### config.mk
export PLATFORM = sky130hd
export DESIGN_NAME = ex_mem_flat
export DESIGN_NICKNAME = d
export VERILOG_FILES = /design/src/mips_pkg.sv /design/src/ex_mem_if.sv /design/src/ex_mem.sv /design/src/flat_wrapper.sv
export VERILOG_INCLUDE_DIRS = /design/src
export SDC_FILE = /design/constraint.sdc
export NUM_CORES = 1
export LEC_CHECK = 0
export ABC_AREA = 1
export BUFFER_PORTS_ARGS = -buffer_cell sky130_fd_sc_hd__buf_4
export CAP_MARGIN = 25
export CORE_AREA = 3 3 200 202
export DETAILED_ROUTE_END_ITERATION = 12
export DIE_AREA = 0 0 203 205
export GPL_TIMING_DRIVEN = 0
export PLACE_DENSITY_LB_ADDON = 0.15
export SYNTH_ARGS = -nofsm -noshare
export SYNTH_HDL_FRONTEND = slang
export SYNTH_SLANG_ARGS = --single-unit
### constraint.sdc
create_clock -name clk -period 1.4 [get_ports clk]
set_input_delay 0.21 -clock clk [delete_from_list [all_inputs] [get_ports clk]]
set_output_delay 0.21 -clock clk [all_outputs]
set_load 0.05 [all_outputs]
### src/mips_params.svh
`ifndef MIPS_PARAMS_SVH
`define MIPS_PARAMS_SVH

// Datapath and address width.
`define DATA_W 32

// Register destination width.
`define REG_ADDR_W 5

// CP0 register number plus select.
`define CP0_ADDR_W 8

// Data RAM depth in words.
`define RAM_WORDS 256

`endif

### src/mips_pkg.sv
package mips_pkg;

    // Cause codes plus an internal ERET marker.
    typedef enum logic [4:0] {
        EXC_INT  = 5'h00,
        EXC_ADEL = 5'h04,
        EXC_ADES = 5'h05,
        EXC_SYS  = 5'h08,
        EXC_BP   = 5'h09,
        EXC_RI   = 5'h0a,
        EXC_OV   = 5'h0c,
        EXC_ERET = 5'h1f
    } exc_code_e;

    // Hi in bit 1, lo in bit 0.
    typedef struct packed {
        logic hi;
        logic lo;
    } hilo_ena_t;

endpackage

### src/ex_mem_if.sv
`timescale 1ns/1ps
`include "mips_params.svh"

interface ex_mem_if;
    import mips_pkg::*;

    logic [`DATA_W-1:0]     pc;
    logic [`DATA_W-1:0]     alu_res;
    logic [`DATA_W-1:0]     ls_addr;

    hilo_ena_t              w_hilo_ena;
    logic [`DATA_W-1:0]     hi_res;
    logic [`DATA_W-1:0]     lo_res;

    // Exception flags carried from earlier stages.
    logic                   in_delay_slot;
    logic                   is_eret;
    logic                   is_syscall;
    logic                   is_break;
    logic                   is_inst_adel;
    logic                   is_data_adel;
    logic                   is_data_ades;
    logic                   is_overflow;
    logic                   is_ri;
    logic                   is_int;

    logic                   w_reg_ena;
    logic [`REG_ADDR_W-1:0] w_reg_dst;

    // Load/store control.
    logic                   ls_ena;
    logic [3:0]             ls_sel;
    logic                   wb_reg_sel;
    logic [`DATA_W-1:0]     rt_data;

    logic                   w_cp0_ena;
    logic [`CP0_ADDR_W-1:0] w_cp0_addr;
    logic [`DATA_W-1:0]     w_cp0_data;

    modport producer (
        output pc, alu_res, ls_addr,
        output w_hilo_ena, hi_res, lo_res,
        output in_delay_slot, is_eret, is_syscall, is_break, is_inst_adel,
        output is_data_adel, is_data_ades, is_overflow, is_ri, is_int,
        output w_reg_ena, w_reg_dst,
        output ls_ena, ls_sel, wb_reg_sel, rt_data,
        output w_cp0_ena, w_cp0_addr, w_cp0_data
    );

    modport consumer (
        input pc, alu_res, ls_addr,
        input w_hilo_ena, hi_res, lo_res,
        input in_delay_slot, is_eret, is_syscall, is_break, is_inst_adel,
        input is_data_adel, is_data_ades, is_overflow, is_ri, is_int,
        input w_reg_ena, w_reg_dst,
        input ls_ena, ls_sel, wb_reg_sel, rt_data,
        input w_cp0_ena, w_cp0_addr, w_cp0_data
    );

endinterface

### src/ex_mem.sv
`timescale 1ns/1ps

module ex_mem (
    input  logic          clk,
    input  logic          reset_i,
    input  logic          flush_i,
    input  logic          exception_flush_i,
    input  logic          stall_i,
    ex_mem_if.consumer    ex_in,
    ex_mem_if.producer    mem_out
);

    logic clear;
    logic capture;

    // Stall wins over a plain flush, not over an exception.
    assign clear   = reset_i || (flush_i && !stall_i) || exception_flush_i;
    assign capture = !flush_i && !stall_i;

    always_ff @(posedge clk) begin
        if (clear) begin
            mem_out.pc            <= '0;
            mem_out.alu_res       <= '0;
            mem_out.ls_addr       <= '0;
            mem_out.w_hilo_ena    <= '0;
            mem_out.hi_res        <= '0;
            mem_out.lo_res        <= '0;
            mem_out.in_delay_slot <= 1'b0;
            mem_out.is_eret       <= 1'b0;
            mem_out.is_syscall    <= 1'b0;
            mem_out.is_break      <= 1'b0;
            mem_out.is_inst_adel  <= 1'b0;
            mem_out.is_data_adel  <= 1'b0;
            mem_out.is_data_ades  <= 1'b0;
            mem_out.is_overflow   <= 1'b0;
            mem_out.is_ri         <= 1'b0;
            mem_out.is_int        <= 1'b0;
            mem_out.w_reg_ena     <= 1'b0;
            mem_out.w_reg_dst     <= '0;
            mem_out.ls_ena        <= 1'b0;
            mem_out.ls_sel        <= '0;
            mem_out.wb_reg_sel    <= 1'b0;
            mem_out.rt_data       <= '0;
            mem_out.w_cp0_ena     <= 1'b0;
            mem_out.w_cp0_addr    <= '0;
            mem_out.w_cp0_data    <= '0;
        end else if (capture) begin
            mem_out.pc            <= ex_in.pc;
            mem_out.alu_res       <= ex_in.alu_res;
            mem_out.ls_addr       <= ex_in.ls_addr;
            mem_out.w_hilo_ena    <= ex_in.w_hilo_ena;
            mem_out.hi_res        <= ex_in.hi_res;
            mem_out.lo_res        <= ex_in.lo_res;
            mem_out.in_delay_slot <= ex_in.in_delay_slot;
            mem_out.is_eret       <= ex_in.is_eret;
            mem_out.is_syscall    <= ex_in.is_syscall;
            mem_out.is_break      <= ex_in.is_break;
            mem_out.is_inst_adel  <= ex_in.is_inst_adel;
            mem_out.is_data_adel  <= ex_in.is_data_adel;
            mem_out.is_data_ades  <= ex_in.is_data_ades;
            mem_out.is_overflow   <= ex_in.is_overflow;
            mem_out.is_ri         <= ex_in.is_ri;
            mem_out.is_int        <= ex_in.is_int;
            mem_out.w_reg_ena     <= ex_in.w_reg_ena;
            mem_out.w_reg_dst     <= ex_in.w_reg_dst;
            mem_out.ls_ena        <= ex_in.ls_ena;
            mem_out.ls_sel        <= ex_in.ls_sel;
            mem_out.wb_reg_sel    <= ex_in.wb_reg_sel;
            mem_out.rt_data       <= ex_in.rt_data;
            mem_out.w_cp0_ena     <= ex_in.w_cp0_ena;
            mem_out.w_cp0_addr    <= ex_in.w_cp0_addr;
            mem_out.w_cp0_data    <= ex_in.w_cp0_data;
        end
        // Otherwise hold.
    end

endmodule

### src/flat_wrapper.sv
// flat-port wrapper written by rule: the top's interface ports become plain ports
module ex_mem_flat 
  (clk, reset_i, flush_i, exception_flush_i, stall_i, ex_in_pc, ex_in_alu_res, ex_in_ls_addr, ex_in_w_hilo_ena, ex_in_hi_res, ex_in_lo_res, ex_in_in_delay_slot, ex_in_is_eret, ex_in_is_syscall, ex_in_is_break, ex_in_is_inst_adel, ex_in_is_data_adel, ex_in_is_data_ades, ex_in_is_overflow, ex_in_is_ri, ex_in_is_int, ex_in_w_reg_ena, ex_in_w_reg_dst, ex_in_ls_ena, ex_in_ls_sel, ex_in_wb_reg_sel, ex_in_rt_data, ex_in_w_cp0_ena, ex_in_w_cp0_addr, ex_in_w_cp0_data, mem_out_pc, mem_out_alu_res, mem_out_ls_addr, mem_out_w_hilo_ena, mem_out_hi_res, mem_out_lo_res, mem_out_in_delay_slot, mem_out_is_eret, mem_out_is_syscall, mem_out_is_break, mem_out_is_inst_adel, mem_out_is_data_adel, mem_out_is_data_ades, mem_out_is_overflow, mem_out_is_ri, mem_out_is_int, mem_out_w_reg_ena, mem_out_w_reg_dst, mem_out_ls_ena, mem_out_ls_sel, mem_out_wb_reg_sel, mem_out_rt_data, mem_out_w_cp0_ena, mem_out_w_cp0_addr, mem_out_w_cp0_data);
  ex_mem_if ex_in_i ();
  ex_mem_if mem_out_i ();
  input  logic clk;
  input  logic reset_i;
  input  logic flush_i;
  input  logic exception_flush_i;
  input  logic stall_i;
  input wire logic [$bits(ex_in_i.pc)-1:0] ex_in_pc;
  input wire logic [$bits(ex_in_i.alu_res)-1:0] ex_in_alu_res;
  input wire logic [$bits(ex_in_i.ls_addr)-1:0] ex_in_ls_addr;
  input wire logic [$bits(ex_in_i.w_hilo_ena)-1:0] ex_in_w_hilo_ena;
  input wire logic [$bits(ex_in_i.hi_res)-1:0] ex_in_hi_res;
  input wire logic [$bits(ex_in_i.lo_res)-1:0] ex_in_lo_res;
  input wire logic [$bits(ex_in_i.in_delay_slot)-1:0] ex_in_in_delay_slot;
  input wire logic [$bits(ex_in_i.is_eret)-1:0] ex_in_is_eret;
  input wire logic [$bits(ex_in_i.is_syscall)-1:0] ex_in_is_syscall;
  input wire logic [$bits(ex_in_i.is_break)-1:0] ex_in_is_break;
  input wire logic [$bits(ex_in_i.is_inst_adel)-1:0] ex_in_is_inst_adel;
  input wire logic [$bits(ex_in_i.is_data_adel)-1:0] ex_in_is_data_adel;
  input wire logic [$bits(ex_in_i.is_data_ades)-1:0] ex_in_is_data_ades;
  input wire logic [$bits(ex_in_i.is_overflow)-1:0] ex_in_is_overflow;
  input wire logic [$bits(ex_in_i.is_ri)-1:0] ex_in_is_ri;
  input wire logic [$bits(ex_in_i.is_int)-1:0] ex_in_is_int;
  input wire logic [$bits(ex_in_i.w_reg_ena)-1:0] ex_in_w_reg_ena;
  input wire logic [$bits(ex_in_i.w_reg_dst)-1:0] ex_in_w_reg_dst;
  input wire logic [$bits(ex_in_i.ls_ena)-1:0] ex_in_ls_ena;
  input wire logic [$bits(ex_in_i.ls_sel)-1:0] ex_in_ls_sel;
  input wire logic [$bits(ex_in_i.wb_reg_sel)-1:0] ex_in_wb_reg_sel;
  input wire logic [$bits(ex_in_i.rt_data)-1:0] ex_in_rt_data;
  input wire logic [$bits(ex_in_i.w_cp0_ena)-1:0] ex_in_w_cp0_ena;
  input wire logic [$bits(ex_in_i.w_cp0_addr)-1:0] ex_in_w_cp0_addr;
  input wire logic [$bits(ex_in_i.w_cp0_data)-1:0] ex_in_w_cp0_data;
  output wire logic [$bits(mem_out_i.pc)-1:0] mem_out_pc;
  output wire logic [$bits(mem_out_i.alu_res)-1:0] mem_out_alu_res;
  output wire logic [$bits(mem_out_i.ls_addr)-1:0] mem_out_ls_addr;
  output wire logic [$bits(mem_out_i.w_hilo_ena)-1:0] mem_out_w_hilo_ena;
  output wire logic [$bits(mem_out_i.hi_res)-1:0] mem_out_hi_res;
  output wire logic [$bits(mem_out_i.lo_res)-1:0] mem_out_lo_res;
  output wire logic [$bits(mem_out_i.in_delay_slot)-1:0] mem_out_in_delay_slot;
  output wire logic [$bits(mem_out_i.is_eret)-1:0] mem_out_is_eret;
  output wire logic [$bits(mem_out_i.is_syscall)-1:0] mem_out_is_syscall;
  output wire logic [$bits(mem_out_i.is_break)-1:0] mem_out_is_break;
  output wire logic [$bits(mem_out_i.is_inst_adel)-1:0] mem_out_is_inst_adel;
  output wire logic [$bits(mem_out_i.is_data_adel)-1:0] mem_out_is_data_adel;
  output wire logic [$bits(mem_out_i.is_data_ades)-1:0] mem_out_is_data_ades;
  output wire logic [$bits(mem_out_i.is_overflow)-1:0] mem_out_is_overflow;
  output wire logic [$bits(mem_out_i.is_ri)-1:0] mem_out_is_ri;
  output wire logic [$bits(mem_out_i.is_int)-1:0] mem_out_is_int;
  output wire logic [$bits(mem_out_i.w_reg_ena)-1:0] mem_out_w_reg_ena;
  output wire logic [$bits(mem_out_i.w_reg_dst)-1:0] mem_out_w_reg_dst;
  output wire logic [$bits(mem_out_i.ls_ena)-1:0] mem_out_ls_ena;
  output wire logic [$bits(mem_out_i.ls_sel)-1:0] mem_out_ls_sel;
  output wire logic [$bits(mem_out_i.wb_reg_sel)-1:0] mem_out_wb_reg_sel;
  output wire logic [$bits(mem_out_i.rt_data)-1:0] mem_out_rt_data;
  output wire logic [$bits(mem_out_i.w_cp0_ena)-1:0] mem_out_w_cp0_ena;
  output wire logic [$bits(mem_out_i.w_cp0_addr)-1:0] mem_out_w_cp0_addr;
  output wire logic [$bits(mem_out_i.w_cp0_data)-1:0] mem_out_w_cp0_data;
  assign ex_in_i.pc = ex_in_pc;
  assign ex_in_i.alu_res = ex_in_alu_res;
  assign ex_in_i.ls_addr = ex_in_ls_addr;
  assign ex_in_i.w_hilo_ena = ex_in_w_hilo_ena;
  assign ex_in_i.hi_res = ex_in_hi_res;
  assign ex_in_i.lo_res = ex_in_lo_res;
  assign ex_in_i.in_delay_slot = ex_in_in_delay_slot;
  assign ex_in_i.is_eret = ex_in_is_eret;
  assign ex_in_i.is_syscall = ex_in_is_syscall;
  assign ex_in_i.is_break = ex_in_is_break;
  assign ex_in_i.is_inst_adel = ex_in_is_inst_adel;
  assign ex_in_i.is_data_adel = ex_in_is_data_adel;
  assign ex_in_i.is_data_ades = ex_in_is_data_ades;
  assign ex_in_i.is_overflow = ex_in_is_overflow;
  assign ex_in_i.is_ri = ex_in_is_ri;
  assign ex_in_i.is_int = ex_in_is_int;
  assign ex_in_i.w_reg_ena = ex_in_w_reg_ena;
  assign ex_in_i.w_reg_dst = ex_in_w_reg_dst;
  assign ex_in_i.ls_ena = ex_in_ls_ena;
  assign ex_in_i.ls_sel = ex_in_ls_sel;
  assign ex_in_i.wb_reg_sel = ex_in_wb_reg_sel;
  assign ex_in_i.rt_data = ex_in_rt_data;
  assign ex_in_i.w_cp0_ena = ex_in_w_cp0_ena;
  assign ex_in_i.w_cp0_addr = ex_in_w_cp0_addr;
  assign ex_in_i.w_cp0_data = ex_in_w_cp0_data;
  assign mem_out_pc = mem_out_i.pc;
  assign mem_out_alu_res = mem_out_i.alu_res;
  assign mem_out_ls_addr = mem_out_i.ls_addr;
  assign mem_out_w_hilo_ena = mem_out_i.w_hilo_ena;
  assign mem_out_hi_res = mem_out_i.hi_res;
  assign mem_out_lo_res = mem_out_i.lo_res;
  assign mem_out_in_delay_slot = mem_out_i.in_delay_slot;
  assign mem_out_is_eret = mem_out_i.is_eret;
  assign mem_out_is_syscall = mem_out_i.is_syscall;
  assign mem_out_is_break = mem_out_i.is_break;
  assign mem_out_is_inst_adel = mem_out_i.is_inst_adel;
  assign mem_out_is_data_adel = mem_out_i.is_data_adel;
  assign mem_out_is_data_ades = mem_out_i.is_data_ades;
  assign mem_out_is_overflow = mem_out_i.is_overflow;
  assign mem_out_is_ri = mem_out_i.is_ri;
  assign mem_out_is_int = mem_out_i.is_int;
  assign mem_out_w_reg_ena = mem_out_i.w_reg_ena;
  assign mem_out_w_reg_dst = mem_out_i.w_reg_dst;
  assign mem_out_ls_ena = mem_out_i.ls_ena;
  assign mem_out_ls_sel = mem_out_i.ls_sel;
  assign mem_out_wb_reg_sel = mem_out_i.wb_reg_sel;
  assign mem_out_rt_data = mem_out_i.rt_data;
  assign mem_out_w_cp0_ena = mem_out_i.w_cp0_ena;
  assign mem_out_w_cp0_addr = mem_out_i.w_cp0_addr;
  assign mem_out_w_cp0_data = mem_out_i.w_cp0_data;
  ex_mem u_core (.clk(clk), .reset_i(reset_i), .flush_i(flush_i), .exception_flush_i(exception_flush_i), .stall_i(stall_i), .ex_in(ex_in_i), .mem_out(mem_out_i));
endmodule
==> results of run 1 <==
-- placed cells by master, fill, tap and decap left out, drive strengths merged --
master and instances:
buf 595, diode 1, dfxtp 257, bufinv 3, nand2 515, inv 2, o21ai 1, clkbuf 53
a21oi 257, clkinv 5, dlygate4sd3 257, nor2 2
-- what timing repair did --
action	4_1_cts	5_1_grt
endpoints found under the setup margin	6	5
endpoints found under the hold margin	257	0
gates resized for setup	8	5
hold buffers	257	0
-- state kept, by name, summed over array words and instances, names as in the netlist, 2 cells and up --
name and count:
u_core.mem_out.hi_res 32, u_core.mem_out.w_hilo_ena 2, u_core.mem_out.alu_res 32, u_core.mem_out.ls_sel 4, u_core.mem_out.ls_addr 32, u_core.mem_out.lo_res 32
u_core.mem_out.w_cp0_addr 8, u_core.mem_out.rt_data 32, u_core.mem_out.w_cp0_data 32, u_core.mem_out.pc 32, u_core.mem_out.w_reg_dst 5
-- final timing paths --
| check | startpoint | endpoint | slack [ps] | cells past startpoint |
|---|---|---|---|---|
| hold / removal | flush_i | u_core.mem_out.lo_res[30] | 170 | 5 |
| setup / recovery | u_core.mem_out.hi_res[12] | mem_out_hi_res[12] | 40 | 1 |
| setup reg to reg | u_core.mem_out.pc[23] | u_core.mem_out.pc[23] | 740 | 2 |
| hold reg to reg | u_core.mem_out.lo_res[0] | u_core.mem_out.lo_res[0] | 460 | 2 |
-- metal layers --
| layer | vias to the layer above | wire length [um] |
|---|---|---|
| met2 | 344 | 19600 |
| met4 | 0 | 1470 |
| met3 | 79 | 2540 |
| met5 | - | 0 |
| li1 | 5183 | - |
| met1 | 4702 | 15800 |
-- kinds of logic (layout without fill, tap and decap cells) --
kind of cell	Yosys count	count (layout)	synth area share, %
AO/OA/AOI/OAI	258	258	14.7
buffers and inverters	86	915	4.96
flip-flops	257	257	58.3
AND/OR/NAND/NOR	517	517	22.0
other	0	1	0
-- power by group through the flow --
stage	Clock [mW]	Combinational (mW)	Sequential, mW
4_1_cts	8.55	2.63	7.51
3_3_place_gp	0	2.01	7.67
2_1_floorplan	0	0.537	8.11
6_report	8.25	2.62	7.52
5_1_grt	8.83	2.81	7.53
3_5_place_dp	0	2.01	7.67
-- area by class of cell --
cell class | count | area [sq um] | share of cell area, %
clock buffer | 46 | 942 | 5.53
sequential | 257 | 5150 | 30.2
clock inverter | 8 | 115 | 0.676
timing repair buffer | 775 | 6500 | 38.2
antenna | 1 | 2.50 | 0.0147
buffer | 84 | 430 | 2.53
tap | 518 | 648 | 3.81
multi-input combinational | 775 | 3240 | 19.0
inverter | 2 | 7.51 | 0.0441
==> results.rst, run 1 <==
.. list-table::
   :header-rows: 1

   * - Metric
     - Value
   * - Cell with the largest stage delay on the worst path
     - dfxtp_1
   * - Gr busiest metal
     - met2
   * - Peak per-stage delay on the critical path
     - 400 ps
   * - Data required time at the worst endpoint
     - 1190 ps
   * - Cell family with the largest share of critical-path delay
     - flip-flops
   * - Worst-case setup slack after placement
     - -441 ps
   * - Number of max-cap violations
     - 0
   * - Worst path cell trace
     - buf_6
   * - Flop and latch count out of synthesis
     - approximately 260
   * - Average wire length per cell after detail routing
     - ~16 um
   * - Ys flop type
     - dfxtp_1
   * - Mean post-synth cell area
     - 7.89 sq um
   * - Post-layout instance area
     - 0.0170 sq mm
   * - Clock transition time at the flip-flop clock pins of the worst setup and hold paths
     - 60 ps
   * - Largest net degree at the start of global routing
     - 15
   * - Hpwl dp
     - 28,500 um
   * - Share of cells above drive strength 1
     - around 33%
   * - Maximum level of the CTS H-tree
     - 1
   * - Core Footprint
     - 0.0385 sq mm
   * - Share of flip-flops with an asynchronous set or reset after synthesis
     - 0%
   * - Final critical path time including I/O delays and setup
     - 1360 ps
   * - Cell area after synthesis
     - 0.00882 sq mm
   * - Clock Sinks
     - 257
   * - Die area
     - 0.0416 sq mm
   * - Filler cell count
     - 3,847
   * - Number of buffer and inverter stages on the critical path
     - 1
   * - Largest fanout on the critical path
     - 2
   * - Final estimated routing congestion in global placement
     - 0.805
   * - Clock Power Share
     - 44.9%
   * - Total negative slack for setup checks
     - 0 ps
   * - Net Sw Frac
     - approximately a quarter
   * - Leak pwr
     - 7.28 nW
   * - Total track usage
     - 17.8%
   * - TritonCTS buffer count
     - 30
   * - Sequential area share after synthesis
     - about three fifths
   * - Clock skew
     - 0 ps
   * - Period Utilization, post-route
     - 97.0%
   * - Wire length of the first global-routing pass
     - about 59,000 um
   * - Post-Syn Instances
     - 1,118
   * - GRT met3 Usage
     - under 10%
   * - Cell types occupying the most area after synthesis
     - dfxtp_1 58%, nand2_1 22%, a21oi_1 15%, buf_2 4.0%, buf_4 0.51%
   * - Die span in y
     - 205 um
   * - Achievable frequency
     - 736 MHz
   * - Largest area contributor in the netlist
     - dfxtp_1
   * - Starting density of the core
     - ~23%
   * - Number of warnings issued by yosys
     - 0
   * - Post-layout worst setup margin
     - 42.2 ps
   * - Number of global-route vias before repair
     - 10,500
   * - Buffer type at the clock tree root
     - clkbuf_16
   * - IO Port Bufs
     - 518
   * - Worst IR drop on VDD
     - approximately 0.9 mV
   * - Most common cell in the netlist
     - nand2_1
   * - DRT iter0 DRCs
     - 442
   * - Total count of max-transition violations in the final report
     - 0
   * - Buffers inserted by post-CTS timing repair
     - 0
   * - Antenna Violating Nets Remaining
     - 0
   * - Sum of internal, switching and leakage power
     - 18.4 mW
   * - Number of enable-type register cells in the synthesized netlist
     - 0
   * - Deepest clock path buffer count
     - 3
   * - Top cell types by occurrence after synthesis
     - 515 x nand2_1, 257 x a21oi_1, 257 x dfxtp_1
   * - Placed Area
     - 0.0134 sq mm
   * - HP Class
     - in -> reg
   * - Met2 capacity usage during global routing
     - between 30% and 40%
   * - Layout overhead on the synthesized area
     - 93.1%
   * - Via/cell ratio
     - 4.18
   * - Data arrival time of the critical path
     - 1150 ps
   * - Internal Dissipation
     - 13.9 mW
   * - Net switching power
     - 4.51 mW
   * - CTS tree
     - yes
   * - Status
     - complete, no violations
   * - Number of iterations in the first detailed-routing pass
     - 4
   * - Placed cell count
     - 2,154
   * - Top-area cell type share of the netlist area
     - 58.3%
   * - Part of the total power dissipated in combinational logic
     - 14.2%
   * - Met1 global-route usage
     - roughly a fifth
   * - Number of placed I/O pins
     - 519
   * - Worst max-slew margin expressed relative to the limit
     - 41.4%
   * - Total vias in the final route
     - 10,300
   * - Hold Fails Final Rpt
     - 0
   * - Aggregate global routing overflow
     - 0
   * - Net total in the final layout
     - 2,187
   * - Latest clock arrival within the worst-skew pair
     - 560 ps
   * - Endpoint type of the worst setup path
     - output port
   * - Transition time of the tightest slew-check pin
     - 879 ps
   * - Final cell count without fillers
     - 2,466
   * - Setup repair after global routing missed its margin
     - no
   * - Net count after synthesis
     - 1,380
   * - Final hold slack
     - approximately 170 ps
   * - Initial antenna violation count
     - 1
   * - Class of the most critical setup path
     - reg -> out
   * - Post-Route Utilization
     - between 40 and 50%
   * - Power per unit of standard cell area
     - 1080 mW/mm^2
   * - Kind of launch point of the worst setup path
     - register
   * - Placement row count
     - 72
   * - Sequential share of power
     - roughly two fifths
   * - Post-synthesis cell type count
     - 12
   * - DRC violation count after routing
     - 0
   * - Wire length after detailed routing
     - 39,400 um
   * - Die extent in x
     - 203 um
   * - Count of final setup violators
     - 0
Note: power is estimated with default switching activity, not from simulation.
==> run 2: changes to the inputs <==
- CORE_AREA: 3 3 200 202 -> 3 3 198 200
- DIE_AREA: 0 0 203 205 -> 0 0 201 203
==> run 2 against run 1 <==
Register-to-register slack lost 50 ps. Cell count fell by 0.41%. Hold slack improved by 1.0 ps. Die area down 2.0%. Clock power is 6.3% lower. Sequential power hardly changed.
==> results.rst, run 2 (synthesis results as in run 1) <==
.. list-table::
   :header-rows: 1

   * - Metric
     - Value
   * - HP Class
     - in -> reg (unchanged)
   * - Total negative slack for setup checks
     - 0 ps (unchanged)
   * - Commonest non-fill, non-tap cells in the layout
     - 519 x buf_4, 515 x nand2_1, 257 x a21oi_1, 257 x dlygate4sd3_1, 257 x dfxtp_1 (was 515 x nand2_1, 514 x buf_4, 257 x a21oi_1, 257 x dlygate4sd3_1, 254 x dfxtp_1)
   * - Via/cell ratio
     - 4.16 (was 4.18)
   * - Setup repair after global routing missed its margin
     - no (unchanged)
   * - Deepest clock path buffer count
     - 3 (unchanged)
   * - CTS tree
     - yes (unchanged)
   * - Starting density of the core
     - 23.5% (was 22.9%)
   * - Buffer type at the clock tree root
     - clkbuf_16 (unchanged)
   * - Wire length after detailed routing
     - 39,400 um (about the same)
   * - Average wire length per cell after detail routing
     - 16.0 um (about the same)
   * - Core Footprint
     - 0.0376 sq mm (was 0.0385 sq mm)
   * - Peak per-stage delay on the critical path
     - 410 ps (was 400 ps)
   * - Placement row count
     - 71 (was 72)
   * - Initial antenna violation count
     - 0 (was 1)
   * - Data required time at the worst endpoint
     - 1190 ps (about the same)
   * - Sum of internal, switching and leakage power
     - 17.9 mW (was 18.4 mW)
   * - Total count of max-transition violations in the final report
     - 0 (unchanged)
   * - Data arrival time of the critical path
     - 1150 ps (about the same)
   * - Achievable frequency
     - 738 MHz (was 736 MHz)
   * - Class of the most critical setup path
     - reg -> out (unchanged)
   * - Placed cell count
     - 2,147 (was 2,154)
   * - Number of global-route vias before repair
     - 10,600 (was 10,500)
   * - Endpoint of the worst hold path
     - u_core.mem_out.w_reg_dst[1] (was u_core.mem_out.lo_res[30])
   * - Worst max-slew margin expressed relative to the limit
     - 60.4% (was 41.4%)
   * - Worst r2r src
     - u_core.mem_out.hi_res[16] (was u_core.mem_out.pc[23])
   * - Start point of the worst min-delay path
     - flush_i (unchanged)
   * - Wire length of the first global-routing pass
     - 60,300 um (was 59,200 um)
   * - Cell with the largest stage delay on the worst path
     - dfxtp_1 (unchanged)
   * - Count of inserted antenna diode cells
     - 0 (was 1)
   * - Die extent in x
     - 201 um (was 203 um)
   * - Buffers inserted by post-CTS timing repair
     - 0 (unchanged)
   * - Most common cell after layout, fill and taps aside
     - buf_4 (was nand2_1)
   * - Final estimated routing congestion in global placement
     - 0.832 (was 0.805)
   * - Layout overhead on the synthesized area
     - 91.7% (was 93.1%)
   * - Hpwl dp
     - 28,900 um (was 28,500 um)
   * - Hold Fails Final Rpt
     - 0 (unchanged)
   * - Number of placed I/O pins
     - 519 (unchanged)
   * - DRC violation count after routing
     - 0 (unchanged)
   * - Period Utilization, post-route
     - 96.8% (was 97.0%)
   * - Total track usage
     - 18.3% (was 17.8%)
   * - Transition time of the tightest slew-check pin
     - 595 ps (was 879 ps)
   * - Clock Sinks
     - 257 (unchanged)
   * - Number of buffer and inverter stages on the critical path
     - 1 (unchanged)
   * - Final critical path time including I/O delays and setup
     - 1360 ps (about the same)
   * - Antenna Violating Nets Remaining
     - 0 (unchanged)
   * - Maximum level of the CTS H-tree
     - 1 (unchanged)
   * - Clock transition time at the flip-flop clock pins of the worst setup and hold paths
     - 60 ps (about the same)
   * - Cell family with the largest share of critical-path delay
     - flip-flops (unchanged)
   * - Clock skew
     - 0 ps (unchanged)
   * - Filler cell count
     - 3,747 (was 3,847)
   * - Endpoint type of the worst setup path
     - output port (unchanged)
   * - Worst path cell trace
     - buf_6 (unchanged)
   * - Power per unit of standard cell area
     - 1060 mW/mm^2 (was 1080 mW/mm^2)
   * - Count of final setup violators
     - 0 (unchanged)
   * - Share of cells above drive strength 1
     - 33.0% (was 33.5%)
   * - Net total in the final layout
     - 2,188 (was 2,187)
   * - Die span in y
     - 203 um (was 205 um)
   * - Status
     - complete, no violations (unchanged)
   * - Number of cells on the worst hold path
     - 5 (unchanged)
   * - Reg-to-reg critical path endpoint
     - u_core.mem_out.hi_res[16] (was u_core.mem_out.pc[23])
   * - Die area
     - 0.0408 sq mm (was 0.0416 sq mm)
   * - Aggregate global routing overflow
     - 0 (unchanged)
   * - R2r worst-path depth
     - 2 (unchanged)
   * - Latest clock arrival within the worst-skew pair
     - 550 ps (was 560 ps)
   * - Post-Route Utilization
     - 45.0% (was 44.3%)
   * - Largest net degree at the start of global routing
     - 15 (unchanged)
   * - Post-layout instance area
     - 0.0169 sq mm (was 0.0170 sq mm)
   * - Worst IR drop on VDD
     - 1.00 mV (was 0.902 mV)
   * - Largest fanout on the critical path
     - 2 (unchanged)
   * - Kind of launch point of the worst setup path
     - register (unchanged)
   * - TritonCTS buffer count
     - 31 (was 30)
   * - Leak pwr
     - 7.22 nW (was 7.28 nW)
   * - Total vias in the final route
     - 10,200 (was 10,300)
   * - IO Port Bufs
     - 518 (unchanged)
   * - Final cell count without fillers
     - 2,456 (was 2,466)
   * - Number of iterations in the first detailed-routing pass
     - 4 (unchanged)
   * - DRT iter0 DRCs
     - 368 (was 442)
   * - Minimum setup slack among reg-to-reg paths
     - 690 ps (was 740 ps)
   * - Placed Area
     - 0.0133 sq mm (was 0.0134 sq mm)
   * - Number of max-cap violations
     - 0 (unchanged)
-- run 2: changes by cell type in the layout (fill, tap and decap cells not counted), sizes merged --
cell    previous run  this run
bufinv             3         1
clkbuf            53        56
clkinv             5         2
diode              1         0
-- run 2: final cells by class --
class                   count  area [sq um]  area share [%]
plain buffers              84           430            2.54
clock buffers              49           933            5.52
clock inverters             3          40.0           0.237
inverters                   2          7.51          0.0444
multi-input cells         775          3240            19.1
flip-flops and latches    257          5140            30.4
well taps                 511           639            3.78
repair buffers            775          6480            38.3
-- run 2: worst max-delay path by stage --
stage	startpoint	to	slack, ps	depth (start not counted)
2_1_floorplan	flush_i	u_core.mem_out.hi_res[30]	450	5
3_3_place_gp	stall_i	u_core.mem_out.rt_data[26]	-200	6
3_5_place_dp	stall_i	u_core.mem_out.w_cp0_addr[0]	-200	5
4_1_cts	u_core.mem_out.is_break	mem_out_is_break	6	1
5_1_grt	u_core.mem_out.is_break	mem_out_is_break	2	1
6_report	u_core.mem_out.hi_res[16]	mem_out_hi_res[16]	40	1
-- run 2: per-layer routing --
layer | wire [um] | GRT usage [%] | vias up
met2 | 19900 | 33.1 | 327
met4 | 1060 | 5.40 | 0
li1 | - | - | 5194
met1 | 15700 | 21.1 | 4641
met3 | 2750 | 5.02 | 66
met5 | 0 | 0 | -
-- run 2: report_power, final --
part / internal, mW / total [mW] / leakage [nW] / switching [mW]
clock: 4.67 / 7.73 / 0.479 / 3.05
sequential: 7.45 / 7.52 / 2.08 / 0.0702
combinational: 1.29 / 2.62 / 4.66 / 1.33
-- run 2: stage by stage --
| stage | hold WS, ps | setup WS (ps) |
|---|---|---|
| 2_1_floorplan | 357 | 451 |
| 3_3_place_gp | 449 | -201 |
| 3_5_place_dp | 453 | -203 |
| 4_1_cts | 149 | 6.10 |
| 5_1_grt | 180 | 1.57 |
| 6_report | 175 | 44.7 |
-- run 2: repair_timing --
item | 4_1_cts | 5_1_grt
resized for setup | 4 | 1
hold endpoints to repair | 257 | 0
pin swaps | 0 | 0
hold buffers | 257 | 0
setup endpoints to repair | 4 | 1
